--- src/design/nb_cfg.svh ---
//----------------------------------------
// Build-time sizes for the intra neighbor
// stage. Include wherever a width, bank
// count or default sample is needed.
//----------------------------------------
`ifndef NB_CFG_SVH
`define NB_CFG_SVH

// Sample and picture geometry
`define NB_PIX_BITS   8
`define NB_MBX_BITS   7
`define NB_MBY_BITS   7
`define NB_MB_PIX     16
`define NB_C_PIX      8
`define NB_TR_PIX     4

// Line memory organisation
`define NB_BANKS      4
`define NB_BANK_PIX   8

// Substitutes for samples outside the picture
`define NB_TOP_DFLT   127
`define NB_LEFT_DFLT  129

`endif
--- src/design/nb_pkg.sv ---
//----------------------------------------
// Types shared by the neighbor-sample
// stage: pixels, MB coordinates, edge and
// neighbor bundles, fetch phases.
//----------------------------------------
`include "nb_cfg.svh"

package nb_pkg;

    typedef logic [`NB_PIX_BITS-1:0] pix_t;
    typedef logic [`NB_MBX_BITS-1:0] mbx_t;
    typedef logic [`NB_MBY_BITS-1:0] mby_t;
    // One bit wider than mbx_t so a full-width picture fits
    typedef logic [`NB_MBX_BITS:0]   mbw_t;

    // Pixel 0 is the leftmost (or topmost) sample
    typedef pix_t [`NB_BANK_PIX-1:0] bank_word_t;

    typedef struct packed {
        mbx_t x;
        mby_t y;
        mbw_t w_mbs;
    } mb_pos_t;

    typedef struct packed {
        pix_t [`NB_MB_PIX-1:0] y_bottom;
        pix_t [`NB_MB_PIX-1:0] y_right;
        pix_t [`NB_C_PIX-1:0]  u_bottom;
        pix_t [`NB_C_PIX-1:0]  u_right;
        pix_t [`NB_C_PIX-1:0]  v_bottom;
        pix_t [`NB_C_PIX-1:0]  v_right;
    } mb_edge_t;

    typedef struct packed {
        pix_t [`NB_MB_PIX+`NB_TR_PIX-1:0] top_y;
        pix_t [`NB_C_PIX-1:0]             top_u;
        pix_t [`NB_C_PIX-1:0]             top_v;
        pix_t [`NB_MB_PIX-1:0]            left_y;
        pix_t [`NB_C_PIX-1:0]             left_u;
        pix_t [`NB_C_PIX-1:0]             left_v;
        pix_t                             corner_y;
        pix_t                             corner_u;
        pix_t                             corner_v;
    } nb_set_t;

    // Bank reads of a fetch, at columns x-1, x and x+1
    typedef enum logic [1:0] {
        PH_PREV = 2'd0,
        PH_CUR  = 2'd1,
        PH_NEXT = 2'd2
    } fetch_phase_t;

endpackage

--- src/design/edge_splitter.sv ---
//----------------------------------------
// Front end of the neighbor stage. Takes
// the edges of each finished MB into the
// line banks and keeps the right columns
// as the next left edge. A read strobe
// starts three bank reads at x-1, x, x+1.
//----------------------------------------
`include "nb_cfg.svh"

module edge_splitter (
    input  logic                                clk,
    input  logic                                rst_n,
    input  logic                                write,
    input  nb_pkg::mb_pos_t                     wr_pos,
    input  nb_pkg::mb_edge_t                    wr_edge,
    input  logic                                read,
    input  nb_pkg::mb_pos_t                     rd_pos,
    output logic                                bank_we,
    output nb_pkg::mbx_t                        bank_waddr,
    output nb_pkg::bank_word_t [`NB_BANKS-1:0]  bank_wdata,
    output logic                                bank_re,
    output nb_pkg::mbx_t                        bank_raddr,
    output nb_pkg::fetch_phase_t                phase,
    output logic                                phase_vld,
    output nb_pkg::mb_pos_t                     fetch_pos,
    output nb_pkg::mb_edge_t                    left_edge
);
    import nb_pkg::*;

    //----------------------------------------
    // Write path
    //----------------------------------------

    // Strobe and left edge registers
    always_ff @(posedge clk or negedge rst_n) begin
        if (!rst_n) begin
            bank_we   <= 1'b0;
            left_edge <= '0;
        end else begin
            bank_we <= write;
            if (write) begin
                left_edge <= wr_edge;
            end
        end
    end

    // Bottom rows cut into bank words; luma spans banks 0 and 1
    always_ff @(posedge clk) begin
        if (write) begin
            bank_waddr    <= wr_pos.x;
            bank_wdata[0] <= wr_edge.y_bottom[`NB_BANK_PIX-1:0];
            bank_wdata[1] <= wr_edge.y_bottom[2*`NB_BANK_PIX-1:`NB_BANK_PIX];
            bank_wdata[2] <= wr_edge.u_bottom;
            bank_wdata[3] <= wr_edge.v_bottom;
        end
    end

    //----------------------------------------
    // Fetch sequencer
    //----------------------------------------

    // Position is held for the assembler until the next strobe
    always_ff @(posedge clk) begin
        if (read) begin
            fetch_pos <= rd_pos;
        end
    end

    // Address wraps at the memory depth, out-of-picture reads are dropped later
    always_ff @(posedge clk or negedge rst_n) begin
        if (!rst_n) begin
            phase      <= PH_PREV;
            phase_vld  <= 1'b0;
            bank_raddr <= '0;
        end else if (read) begin
            phase      <= PH_PREV;
            phase_vld  <= 1'b1;
            bank_raddr <= rd_pos.x - 1'b1;
        end else if (phase_vld) begin
            case (phase)
                PH_PREV: begin
                    phase      <= PH_CUR;
                    bank_raddr <= bank_raddr + 1'b1;
                end
                PH_CUR: begin
                    phase      <= PH_NEXT;
                    bank_raddr <= bank_raddr + 1'b1;
                end
                default: begin
                    phase     <= PH_PREV;
                    phase_vld <= 1'b0;
                end
            endcase
        end
    end

    // All banks are read together on every phase
    assign bank_re = phase_vld;

endmodule

--- config.mk ---
export PLATFORM = sky130hd
export DESIGN_NAME = edge_splitter
export DESIGN_NICKNAME = d
export VERILOG_FILES = /design/src/design/nb_pkg.sv /design/src/design/edge_splitter.sv
export VERILOG_INCLUDE_DIRS = /design/src /design/src/design
export SDC_FILE = /design/constraint.sdc
export NUM_CORES = 1
export LEC_CHECK = 0
export BUFFER_PORTS_ARGS = -buffer_cell sky130_fd_sc_hd__buf_4
export CAP_MARGIN = 25
export CORE_AREA = 2 2 526 528
export CTS_BUF_LIST = sky130_fd_sc_hd__clkbuf_4 sky130_fd_sc_hd__clkbuf_8
export DETAILED_ROUTE_END_ITERATION = 10
export DIE_AREA = 0 0 528 530
export PLACE_DENSITY = 0.31
export SYNTH_ARGS = -nofsm -noshare
export SYNTH_HDL_FRONTEND = slang
export SYNTH_SLANG_ARGS = --single-unit
--- constraint.sdc ---
create_clock -name clk -period 1.22 [get_ports clk]
set_clock_uncertainty 0.1 [all_clocks]
set_input_delay 0.183 -clock clk [delete_from_list [all_inputs] [get_ports clk]]
set_output_delay 0.183 -clock clk [all_outputs]
set_load 0.03 [all_outputs]
* Word-level counts from Yosys, hierarchy flattened *
Cells that the tools add are included.

word-level totals
  register bits = 808
  bits of input ports = 560
  output and inout bits = 809
  logic and storage cells = 121

cells by class
  $add $sub $neg = 2
  equal/unequal tests = 1
  muxes and demuxes = 9
  reductions and logical operators = 5

operators with widths
  operator                                                               count
  7-bit 2-to-1 mux                                                       3
  7-bit by 1-bit adder with 7-bit output, second input constant          1
  7-bit by 1-bit subtractor with 7-bit output, second input constant     1
  2-bit 2-to-1 mux                                                       2
  2-bit one-hot mux with 2 select lines                                  1
  2-bit nonzero test                                                     2
  1-bit 2-to-1 mux                                                       3
  2-bit by 1-bit equality test with 1-bit output, second input constant  1
  2-bit zero test                                                        1
  2-bit AND reduction                                                    1
  2-bit OR reduction                                                     1

* Depth between registers and ports, before layout *
Gate-level depths: netlist of the first run.

  depth in word-level cells = 5
  gate-level depth with buffers = 5
  mapped depth without buffers = 5

* Least setup slack after synthesis of the first run *
No wires, ideal clock.

  path type = reg-to-reg
  start point = reg phase[1]
  end point = reg bank_raddr[5]
  arrival = 1.184 ns
  required time = 0.986 ns
  path slack = -0.198 ns
  cell stages (with the launch flop) = 6
  path through = dfrtp_1 and2b_1 buf_4 nand4_1 xor2_1 mux2i_1

on the way
  word-level cells in the longest chain between the ends = 4

RTL lines
  element                                                                            RTL line             source
  start, declared                                                                    edge_splitter.sv:23  output nb_pkg::fetch_phase_t phase,
  start signal, assigned                                                             edge_splitter.sv:72  phase <= PH_PREV;
  start signal, assigned                                                             edge_splitter.sv:76  phase <= PH_PREV;
  start signal, assigned                                                             edge_splitter.sv:82  phase <= PH_CUR;
  2-bit by 1-bit equality test with 1-bit output or 2-bit zero test (tied branches)  edge_splitter.sv:80  case (phase)
  2-bit OR reduction (no source line) (*)                                            n/a
  2-bit nonzero test (no source line) (*)                                            n/a
  2-bit AND reduction (no source line) (*)                                           n/a
  end signal, assigned                                                               edge_splitter.sv:78  bank_raddr <= rd_pos.x - 1'b1;
  end signal, assigned                                                               edge_splitter.sv:83  bank_raddr <= bank_raddr + 1'b1;
  end signal, assigned                                                               edge_splitter.sv:87  bank_raddr <= bank_raddr + 1'b1;
  end, declared                                                                      edge_splitter.sv:22  output nb_pkg::mbx_t bank_raddr,

Every way passes the cells marked *; elsewhere a longest branch is shown, timed or not.
A chain may end at the register's enable or synchronous reset.

* Worst setup path in the final report of the first run *
  start point = reg phase_vld, in the netlist bank_re
  end point = out phase_vld

RTL lines
  element                 RTL line             source
  start, declared         edge_splitter.sv:24  output logic phase_vld,
  start signal, assigned  edge_splitter.sv:73  phase_vld <= 1'b0;
  start signal, assigned  edge_splitter.sv:77  phase_vld <= 1'b1;
  start signal, assigned  edge_splitter.sv:91  phase_vld <= 1'b0;

No word-level cell between the ends.

==> summary.md, run 1 <==
| Metric | Value |
|---|---|
| Clock share of power | `36.3%` |
| Power Internal | `58,900 uW` |
| Synth Area in Compound Gates | `0.115%` |
| Synthesis Warnings | `0` |
| RSZ-0062 raised after global routing | `true` |
| Initial Util | `10.3%` |
| Worst setup margin | `-0.652 ns` |
| Static Leak | `0.0262 uW` |
| Fmax | `534 MHz` |
| Final Util | `22.6%` |
| EDFF count, synth | `285` |
| CTS H-tree lvls | `4` |
| Total clock buffers created by CTS | `168` |
| Switching part of the total | `30.6%` |
| Worst-Margin Slew | `0.547 ns` |
| CTS tree | `done` |
| Area Growth Syn to Fin | `119%` |
| Fraction of registers with async set/reset | `64.7%` |
| RR Startpoint | `phase[1]$_DFFE_PN0P_` |
| Tot GR Track Use | `11.7%` |
| Post-synthesis cell area | `0.0284 sq mm` |
| Hold_sp | `wr_edge[154]` |
| DPL Wire Length | `140 mm` |
| Core Area | `0.275 sq mm` |
| Total Wirelength | `171 mm` |
| XOR/XNOR share of the synthesized area | `0.340%` |
| Layout Nets | `4,741` |
| First-pass GRT wire length | `228 mm` |
| DIE AREA | `0.280 sq mm` |
| Clk sinks | `808` |
| CP Data Arrival Time | `1.59 ns` |
| Synth cell count leaders | `dfrtp_1 (523), mux2_2 (512), edfxtp_1 (285), buf_6 (54), xor2_1 (11)` |
| MaxCap Viol Count | `0` |
| Vias in the first global route | `26,400` |
| DR iter-0 viols | `805` |
| Register area share after synthesis | `76.3%` |
| Longest Clk Path Bufs | `4` |
| Layout cell share with drive strength beyond 1 | `56.1%` |
| Synthesized-area fraction occupied by adder cells | `0.0882%` |
| Failing checks | `negative setup slack` |
| Top cells by area, synth | `dfrtp_1 (46%), edfxtp_1 (30%), mux2_2 (20%)` |
| Status | `finished with violations` |
| Startpoint class of the critical path | `flip-flop` |
| Dpl cells | `6,444` |
| Hold Vio Cnt, Final | `0` |
| Crit path from | `bank_re$_DFF_PN0_` |
| Max_slew headroom | `63.5%` |
| Largest net degree at the start of global routing | `46` |
| Clock-pin slew on the worst setup and hold paths | `0.06 ns` |
| Final-layout fill cell count | `29,500` |
| Yosys top cell area share | `46.1%` |
| Port Buf Inserts | `1,353` |
| Die width | `528 microns` |
| Die Span Y | `530 microns` |
| Syn_area_per_cell | `19.9 sq um` |
| Wirelength per Cell | `21.5 microns` |
| Post-DRT Antenna Nets | `0` |
| PD cells | `1370 mW/mm^2` |
| Yosys cell types | `24` |
| Layout Cells excl Fill | `7,961` |
| Comb power frac | `25.2%` |
| DR pass1 iterations | `4` |
| Worst-Skew Late Latency | `0.89 ns` |
| Synth Area in Simple Gates | `0.401%` |
| Post-Synthesis Cells | `1,428` |
| Worst min path class | `in2reg` |
| Peak fanout along the critical path | `3` |
| DR vias | `24,300` |
| Post-synthesis mux area share | `20.5%` |
| Worst Path Required | `0.94 ns` |
| Max VDD drop | `0.790 mV` |
| Initial antenna violation count | `121` |
| Largest family of logic cells by synthesized area | `multiplexers` |
| Synth Flop Type | `dfrtp_1` |
| Root buffer cell | `clkbuf_8` |
| Grt ovf | `0` |
| # IOs | `1,369` |
| Net Switching | `26,000 uW` |
| Critical path type | `reg2out` |
| Via density | `3.05` |
| Drc violations | `0` |
| Period minus WS final | `1.87 ns` |
| Row cnt | `193` |
| Count leader, synth | `dfrtp_1` |
| CP Capture Type | `primary output` |
| Crit share post-route | `153%` |
| Syn_nets | `1,990` |
| Synth area leader | `dfrtp_1` |
| Final setup fails | `831` |
| Yosys reg bits | `808` |
| GPL Wtd Cong | `0.830` |
| Slew Limit Fails | `0` |
| Reg power frac | `38.5%` |
-- cell type report --
cell class / count / area (sq um) / area share [%]
clock buffer: 269 / 3270 / 5.27
tap: 3607 / 4510 / 7.27
multi-input combinational: 559 / 6100 / 9.83
sequential: 808 / 21700 / 34.9
clock inverter: 37 / 259 / 0.417
timing repair buffer: 2640 / 26100 / 42.1
inverter: 2 / 7.51 / 0.0121
antenna: 39 / 97.6 / 0.157
-- metal layers --
metal,wire length [microns],vias up,track usage (%)
met2,80500,1145,19.4
li1,-,10800,-
met5,485,-,0
met4,4120,76,3.04
met1,68200,11900,13.6
met3,17900,321,5.34
-- placed cells by master (no fill, tap or decap), drive strengths merged, types with 2 or more instances in the layout --
cell,instances
a21oi,3
diode,39
mux2,512
bufinv,2
clkbuf,270
xor2,11
o21ai,2
nor2b,2
inv,7
clkinvlp,4
mux2i,4
buf,1587
dfrtp,523
nor2,6
and2b,2
dlygate4sd3,1052
nand4,4
edfxtp,285
ha,2
nand2,5
clkinv,26
nor3,2
-- power groups by stage --
| stage | clock network, uW | registers, uW | logic, uW |
|---|---|---|---|
| CTS | 32500 | 32700 | 21600 |
| floorplan | 0 | 37500 | 2380 |
| global route | 33600 | 33000 | 22500 |
| finish | 30800 | 32700 | 21400 |
| global placement | 0 | 32700 | 16500 |
| detailed placement | 0 | 32700 | 16500 |
-- critical path, cell delays in order (launching register included) --
cell and delay [ns]:
dfrtp_2 0.42, buf_6 0.14, buf_6 0.13
-- cell families after synthesis --
family	count (synthesis)
simple gates	23
fa+ha+maj	2
buf+inv	62
xor+xnor	11
mux	516
flops	808
compound gates	6
-- state kept, by name, indices dropped and copies added (netlist names) --
signal / cells
bank_raddr: 7
left_edge: 512
bank_waddr: 7
bank_re: 1
bank_we: 1
bank_wdata: 256
fetch_pos: 22
phase: 2
-- per-stage QoR --
step                instance area (sq um)  hold slack [ns]  total power [uW]  TNS, ns  worst slack (ns)
global route                        62000          0.00556             89100  -526.65            -0.818
global placement                    43800           0.0462             49200  -125.36            -0.278
floorplan                           28400           -0.213             39900   -0.807            -0.143
detailed placement                  43800           0.0465             49200  -132.78            -0.281
finish                              62000           0.0999             84900  -397.03            -0.652
CTS                                 61500          0.00138             86700  -542.20            -0.838
-- timing repair --
item	in CTS	in global routing
setup endpoints to repair	818	892
hold endpoints to repair	1613	172
cloned	1	1
hold buffers	1052	1
pin swaps	1	5
buffers inserted	68	50
resized for setup	847	11
-- final timing paths --
path | slack [ns] | cells past startpoint | end
worst max-delay path | -0.65 | 2 | phase_vld
worst min-delay path | 0.1 | 3 | left_edge[154]$_DFFE_PN0P_
worst max register to register | -0.24 | 6 | bank_raddr[0]$_DFFE_PN0P_
worst min register to register | 0.43 | 1 | left_edge[213]$_DFFE_PN0P_
max in group asynchronous | 0.06 | 6 | left_edge[18]$_DFFE_PN0P_
min in group asynchronous | 0.26 | 4 | left_edge[413]$_DFFE_PN0P_
Power figures use the tool's default switching activity.
==> run 2: changes to the inputs <==
--- a/config.mk
+++ b/config.mk
@@ -7,11 +7,12 @@
 export NUM_CORES = 1
 export LEC_CHECK = 0
 export BUFFER_PORTS_ARGS = -buffer_cell sky130_fd_sc_hd__buf_4
-export CAP_MARGIN = 25
+export CAP_MARGIN = 10
 export CORE_AREA = 2 2 526 528
 export CTS_BUF_LIST = sky130_fd_sc_hd__clkbuf_4 sky130_fd_sc_hd__clkbuf_8
 export DETAILED_ROUTE_END_ITERATION = 10
 export DIE_AREA = 0 0 528 530
+export GPL_TIMING_DRIVEN = 0
 export PLACE_DENSITY = 0.31
 export SYNTH_ARGS = -nofsm -noshare
 export SYNTH_HDL_FRONTEND = slang
==> run 2 against run 1 <==
  * The run still ends with negative setup slack left
  * Via count increased by 1.1%
  * Die area unchanged
  * Sequential power about the same
  * Fmax decreased by 5.4%
  * Non-clock buffer count decreased by 7
  * Cell area increased by 0.23%
  * Worst hold slack got worse by 0.033 ns
  * Total power increased by 0.37%
==> summary.md, run 2 (synthesis results as in run 1) <==
| Metric | Value |
|---|---|
| Critical path type | `in2async` |
| Area Growth Syn to Fin | `119%` |
| Finished Cell Area | `0.0622 sq mm` |
| Family with the most delay on the worst path | `buffers and inverters` |
| Largest net degree at the start of global routing | `99` |
| Placed Area | `0.0433 sq mm` |
| Via density | `3.08` |
| Root buffer cell | `clkbuf_8` |
| GPL Wtd Cong | `0.823` |
| Peak fanout along the critical path | `38` |
| Clk sinks | `808` |
| CP Capture Type | `async pin` |
| CTS H-tree lvls | `4` |
| Drc violations | `0` |
| Hold_ws | `0.0664 ns` |
| CP Depth | `14` |
| FF-to-FF path depth | `6` |
| Worst Path Required | `2.16 ns` |
| Failing checks | `negative setup slack` |
| Startpoint class of the critical path | `input pin` |
| Grt ovf | `0` |
| CP max stage delay | `0.83 ns` |
| Port Buf Inserts | `1,353` |
| Vias in the first global route | `26,400` |
| Slowest CP cell | `dlygate4sd3_1` |
| Tot GR Track Use | `12.2%` |
| Worst setup margin | `-0.760 ns` |
| Final-layout fill cell count | `29,500` |
| DR vias | `24,500` |
| Power Internal | `59,200 uW` |
| MaxCap Viol Count | `0` |
| CP cell instances | `buf_8 -> buf_12 -> buf_12 -> buf_12 -> buf_12 -> buf_12 -> buf_12 -> buf_12 -> buf_12 -> buf_12 -> dlygate4sd3_1 -> buf_16 -> buf_16 -> clkbuf_16` |
| Core Area | `0.275 sq mm` |
| Biggest register | `left_edge` |
| Layout Nets | `4,733` |
| DPL Wire Length | `142 mm` |
| Period minus WS final | `1.98 ns` |
| Reg power frac | `38.2%` |
| Wirelength per Cell | `22.7 microns` |
| Initial Util | `10.3%` |
| Final Util | `22.6%` |
| Most frequent CP cell | `buf_12` |
| Worst min path class | `in2async` |
| RSZ-0062 raised after global routing | `true` |
| Total clock buffers created by CTS | `168` |
| Worst Path Buf+Inv | `14` |
| First-pass GRT wire length | `235 mm` |
| Most common cell after layout, fill and taps aside | `dlygate4sd3_1` |
| CP Data Arrival Time | `2.92 ns` |
| Largest register FFs | `512` |
| Final setup fails | `1,103` |
| Max_slew headroom | `51.6%` |
| Net Switching | `26,000 uW` |
| Comb power frac | `25.4%` |
| Switching part of the total | `30.6%` |
| Setup_tns | `-490.89 ns` |
| DIE AREA | `0.280 sq mm` |
| Commonest non-fill, non-tap cells in the layout | `dlygate4sd3_1 (1,050), buf_6 (861), buf_4 (672)` |
| Clock share of power | `36.3%` |
| Max VDD drop | `0.840 mV` |
| Fmax | `505 MHz` |
| Slew Limit Fails | `0` |
| Crit share post-route | `162%` |
| CTS tree | `done` |
| Layout cell share with drive strength beyond 1 | `55.9%` |
| Longest Clk Path Bufs | `4` |
| Die Span Y | `530 microns` |
| PD cells | `1370 mW/mm^2` |
| Worst-Margin Slew | `0.726 ns` |
| Row cnt | `193` |
| Total Wirelength | `181 mm` |
| Static Leak | `0.0263 uW` |
| Post-DRT Antenna Nets | `0` |
| Initial antenna violation count | `111` |
| # IOs | `1,369` |
| DR pass1 iterations | `4` |
| Top flop regs | `left_edge x512, bank_wdata x256, fetch_pos x22` |
| Die width | `528 microns` |
| Hold Vio Cnt, Final | `0` |
| Clock-pin slew on the worst setup and hold paths | `0.05 ns` |
| Worst-Skew Late Latency | `0.89 ns` |
| Status | `finished with violations` |
| DR iter-0 viols | `946` |
## run 2: cell types whose count changed in the layout (fill, tap and decap cells not counted), moves of 7 or more
cell / previous run / this run
clkbuf_16: 1 / 9
buf_4: 724 / 672
buf_6: 809 / 861
buf_12: 41 / 17
buf_16: 1 / 9
clkbuf_8: 200 / 193
clkbuf_4: 69 / 86
dfrtp_2: 22 / 10
clkinv_2: 14 / 6
dfrtp_1: 501 / 513
## run 2: what timing repair did
action,4_1_cts,5_1_grt
setup endpoints to repair,1327,1149
hold buffers,1065,2
endpoints found under the hold margin,1375,92
cloned,2,11
setup buffers,79,52
pin swaps,0,5
resized for setup,820,12
## run 2: worst paths after layout
kind	startpoint	to	slack (ns)
worst max-delay path	rst_n	left_edge[159]$_DFFE_PN0P_	-0.76
worst min-delay path	rst_n	left_edge[162]$_DFFE_PN0P_	0.07
worst max register to register	phase[1]$_DFFE_PN0P_	bank_raddr[6]$_DFFE_PN0P_	-0.29
worst min register to register	left_edge[347]$_DFFE_PN0P_	left_edge[347]$_DFFE_PN0P_	0.43
max in group clk	bank_re$_DFF_PN0_	phase_vld	-0.67
min in group clk	write	bank_wdata[7]$_DFFE_PP_	0.09
## run 2: layout make-up
cell class / count / area, sq um / share of cell area [%]
Timing Repair Buffer: 2573 / 25600 / 41.2
Sequential cell: 808 / 21700 / 34.8
Multi-Input combinational cell: 558 / 6090 / 9.79
Clock buffer: 279 / 3300 / 5.31
Tap cell: 3607 / 4510 / 7.26
Inverter: 2 / 7.51 / 0.0121
Clock inverter: 26 / 246 / 0.396
Buffer: 60 / 666 / 1.07
Antenna cell: 39 / 97.6 / 0.157
## run 2: power groups by stage
stage | registers, uW | logic, uW | clock network, uW
floorplan | 37500 | 2380 | 0
global placement | 32600 | 16300 | 0
detailed placement | 32600 | 16400 | 0
CTS | 32600 | 21600 | 32400
global route | 32900 | 22700 | 33700
finish | 32600 | 21700 | 30900
## run 2: worst min-delay path, cell delays in order
cell and delay, ns:
buf_8 0.07, buf_12 0.09, buf_12 0.08, buf_12 0.08
buf_12 0.08, buf_12 0.09, buf_12 0.08, buf_12 0.09
buf_12 0.09, buf_12 0.09, buf_12 0.12, buf_16 0.24
## run 2: metrics by stage
step,setup slack [ns],cells,total power (uW)
6_report,-0.760,7952,85200
3_5_place_dp,-1.41,6397,49000
2_1_floorplan,-0.143,1428,39900
4_1_cts,-0.885,7848,86700
5_1_grt,-0.828,7929,89200
3_3_place_gp,-8.39,6388,48900
## run 2: layer usage
| layer | vias up | global-route usage [%] | share of wire (%) |
|---|---|---|---|
| li1 | 10800 | - | - |
| met1 | 12200 | 14.5 | 40 |
| met2 | 1165 | 20.4 | 48 |
| met3 | 307 | 5.02 | 10 |
| met4 | 42 | 2.80 | 2.1 |
| met5 | - | 0 | 0.16 |
==> run 3: changes to the inputs <==
--- a/config.mk
+++ b/config.mk
@@ -6,6 +6,7 @@
 export SDC_FILE = /design/constraint.sdc
 export NUM_CORES = 1
 export LEC_CHECK = 0
+export ABC_AREA = 1
 export BUFFER_PORTS_ARGS = -buffer_cell sky130_fd_sc_hd__buf_4
 export CAP_MARGIN = 10
 export CORE_AREA = 2 2 526 528
@@ -14,6 +15,7 @@
 export DIE_AREA = 0 0 528 530
 export GPL_TIMING_DRIVEN = 0
 export PLACE_DENSITY = 0.31
+export SKIP_CTS_REPAIR_TIMING = 1
 export SYNTH_ARGS = -nofsm -noshare
 export SYNTH_HDL_FRONTEND = slang
 export SYNTH_SLANG_ARGS = --single-unit
==> run 3 against run 2 <==
  * Highest routed layer unchanged
  * Sequential cell count is the same
  * The run ends with negative hold slack, negative setup slack left
  * Routed wire length grew 0.76%
  * Die area unchanged
  * Combinational power down 2%
==> summary.md, run 3 <==
| Metric | Value |
|---|---|
| Clock share of power | `37.4%` |
| Top cells by area, synth | `dfrtp_1 (46%), edfxtp_1 (30%), mux2_2 (20%)` |
| Die Span Y | `530 microns` |
| Synth area leader | `dfrtp_1` |
| CP cell instances | `buf_6` |
| Synth Flop Type | `dfrtp_1` |
| Initial Util | `10.4%` |
| Yosys cell types | `20` |
| Commonest non-fill, non-tap cells in the layout | `dlygate4sd3_1 (1,037), buf_6 (845), buf_4 (608)` |
| Fmax | `520 MHz` |
| # IOs | `1,369` |
| Total Wirelength | `182 mm` |
| DR pass1 iterations | `5` |
| Initial antenna violation count | `126` |
| Fraction of registers with async set/reset | `64.7%` |
| Peak fanout along the critical path | `1` |
| Synthesis Warnings | `0` |
| CP Data Arrival Time | `1.64 ns` |
| Reg2reg setup slack | `-0.23 ns` |
| Worst flop-to-flop path endpoint | `bank_raddr[4]$_DFFE_PN0P_` |
| Hold_ws | `-0.834 ns` |
| DIE AREA | `0.280 sq mm` |
| Post-synthesis cell area | `0.0285 sq mm` |
| Root buffer cell | `clkbuf_8` |
| DR iter-0 viols | `791` |
| Area Growth Syn to Fin | `115%` |
| Clk sinks | `808` |
| Static Leak | `0.0256 uW` |
| PD cells | `1410 mW/mm^2` |
| Worst Setup EP | `bank_wdata[41]` |
| Net Switching | `27,100 uW` |
| Most common cell after layout, fill and taps aside | `dlygate4sd3_1` |
| Post-Synthesis Cells | `1,463` |
| Final setup fails | `818` |
| Post-DRT Antenna Nets | `0` |
| EDFF count, synth | `285` |
| Largest net degree at the start of global routing | `94` |
| Critical path type | `reg2out` |
| Drc violations | `0` |
| Slew Limit Fails | `0` |
| Syn_nets | `2,025` |
| Failing checks | `negative hold slack, negative setup slack` |
| Wirelength per Cell | `23.1 microns` |
| Reg power frac | `37.9%` |
| Core Area | `0.275 sq mm` |
| Syn_area_per_cell | `19.5 sq um` |
| DPL Wire Length | `145 mm` |
| Worst setup margin | `-0.704 ns` |
| Status | `finished with violations` |
| Row cnt | `193` |
| CP Capture Type | `primary output` |
| Slowest CP cell | `edfxtp_1` |
| Grt ovf | `0` |
| Port Buf Inserts | `1,353` |
| Die width | `528 microns` |
| Layout Nets | `4,656` |
| Hold Vio Cnt, Final | `370` |
| CTS tree | `done` |
| Family with the most delay on the worst path | `flip-flops` |
| Power Internal | `59,200 uW` |
| Clock-pin slew on the worst setup and hold paths | `0.06 ns` |
| Power after layout | `86,300 uW` |
| RR Startpoint | `bank_raddr[0]$_DFFE_PN0P_` |
| Crit path from | `bank_wdata[41]$_DFFE_PP_` |
| CTS H-tree lvls | `4` |
| MaxCap Viol Count | `0` |
| FF-to-FF path depth | `8` |
| Comb power frac | `24.7%` |
| Max_slew headroom | `54.5%` |
| Startpoint class of the critical path | `flip-flop` |
| Top flop regs | `left_edge x512, bank_wdata x256, fetch_pos x22` |
| RSZ-0062 raised after global routing | `true` |
| Crit share post-route | `158%` |
| Count leader, synth | `dfrtp_1` |
| Via density | `3.08` |
| First-pass GRT wire length | `223 mm` |
| Worst-Skew Late Latency | `0.89 ns` |
| CP Depth | `1` |
| Yosys top cell area share | `46.0%` |
| Layout cell share with drive strength beyond 1 | `54.7%` |
| Worst Path Buf+Inv | `1` |
| GPL Wtd Cong | `0.812` |
| Worst-Margin Slew | `0.682 ns` |
| Tot GR Track Use | `12.1%` |
| DR vias | `24,300` |
| Period minus WS final | `1.92 ns` |
| Vias in the first global route | `21,300` |
| Total clock buffers created by CTS | `174` |
| Longest Clk Path Bufs | `4` |
| Max VDD drop | `0.819 mV` |
| Largest register FFs | `512` |
| CP max stage delay | `0.52 ns` |
| Synth cell count leaders | `dfrtp_1 (523), mux2_2 (512), edfxtp_1 (285), buf_6 (46), nand2_1 (34)` |
| Worst min path class | `in2async` |
| Yosys reg bits | `808` |
| Biggest register | `left_edge` |
| Register area share after synthesis | `76.1%` |
| Switching part of the total | `31.4%` |
| Worst Path Required | `0.94 ns` |
## run 3: cells by family after synthesis
family          share of synthesized area, %
buf+inv                                 2.46
simple gates                           0.809
mux                                     20.3
fa+ha+maj                             0.0879
flops                                   76.1
xor+xnor                               0.154
compound gates                         0.167
## run 3: how the worst min path moves through the flow
stage	endpoint	slack [ns]	cells after the start
after detailed placement	left_edge[215]$_DFFE_PN0P_	0.22	1
after global routing	left_edge[207]$_DFFE_PN0P_	-0.94	1
final	left_edge[351]$_DFFE_PN0P_	-0.83	1
after global placement	fetch_pos[0]$_DFFE_PP_	0.26	1
after CTS	left_edge[339]$_DFFE_PN0P_	-0.91	1
after floorplan	bank_raddr[0]$_DFFE_PN0P_	-0.21	0
## run 3: layout make-up
type                       instances  area (sq um)
fill                           29500        214000
timing repair buffer            2455         24200
sequential                       808         21700
multi-input combinational        584          6160
tap                             3607          4510
clock buffer                     270          3200
buffer                            59           658
clock inverter                    48           464
antenna                           45           113
inverter                          12          50.0
## run 3: stage by stage
step / instances / setup WS (ns) / utilization, % / instance area (sq um) / setup TNS [ns]
floorplan: 1463 / -0.0802 / - / 28500 / -0.127
global placement: 6423 / -7.86 / 15.7 / 43200 / -6768.99
detailed placement: 6431 / -1.16 / 15.8 / 43400 / -867.58
CTS: 6749 / -0.935 / 17.1 / 47100 / -577.52
global route: 7863 / -0.858 / 22.2 / 61000 / -549.85
finish: 7888 / -0.704 / 22.2 / 61100 / -414.17
## run 3: power by group through the flow
stage | Sequential [uW] | Clock, uW | Combinational, uW
after global routing | 33000 | 35300 | 22400
final | 32700 | 32300 | 21300
after floorplan | 37700 | 0 | 2490
after CTS | 32300 | 34100 | 16600
after global placement | 32800 | 0 | 16600
after detailed placement | 32800 | 0 | 16600
## run 3: layer usage
layer  global-route usage (%)  wire (microns)
met4                     2.81            4840
met1                     12.6           68400
met2                     20.8           89500
met3                     7.12           18900
met5                        0             461
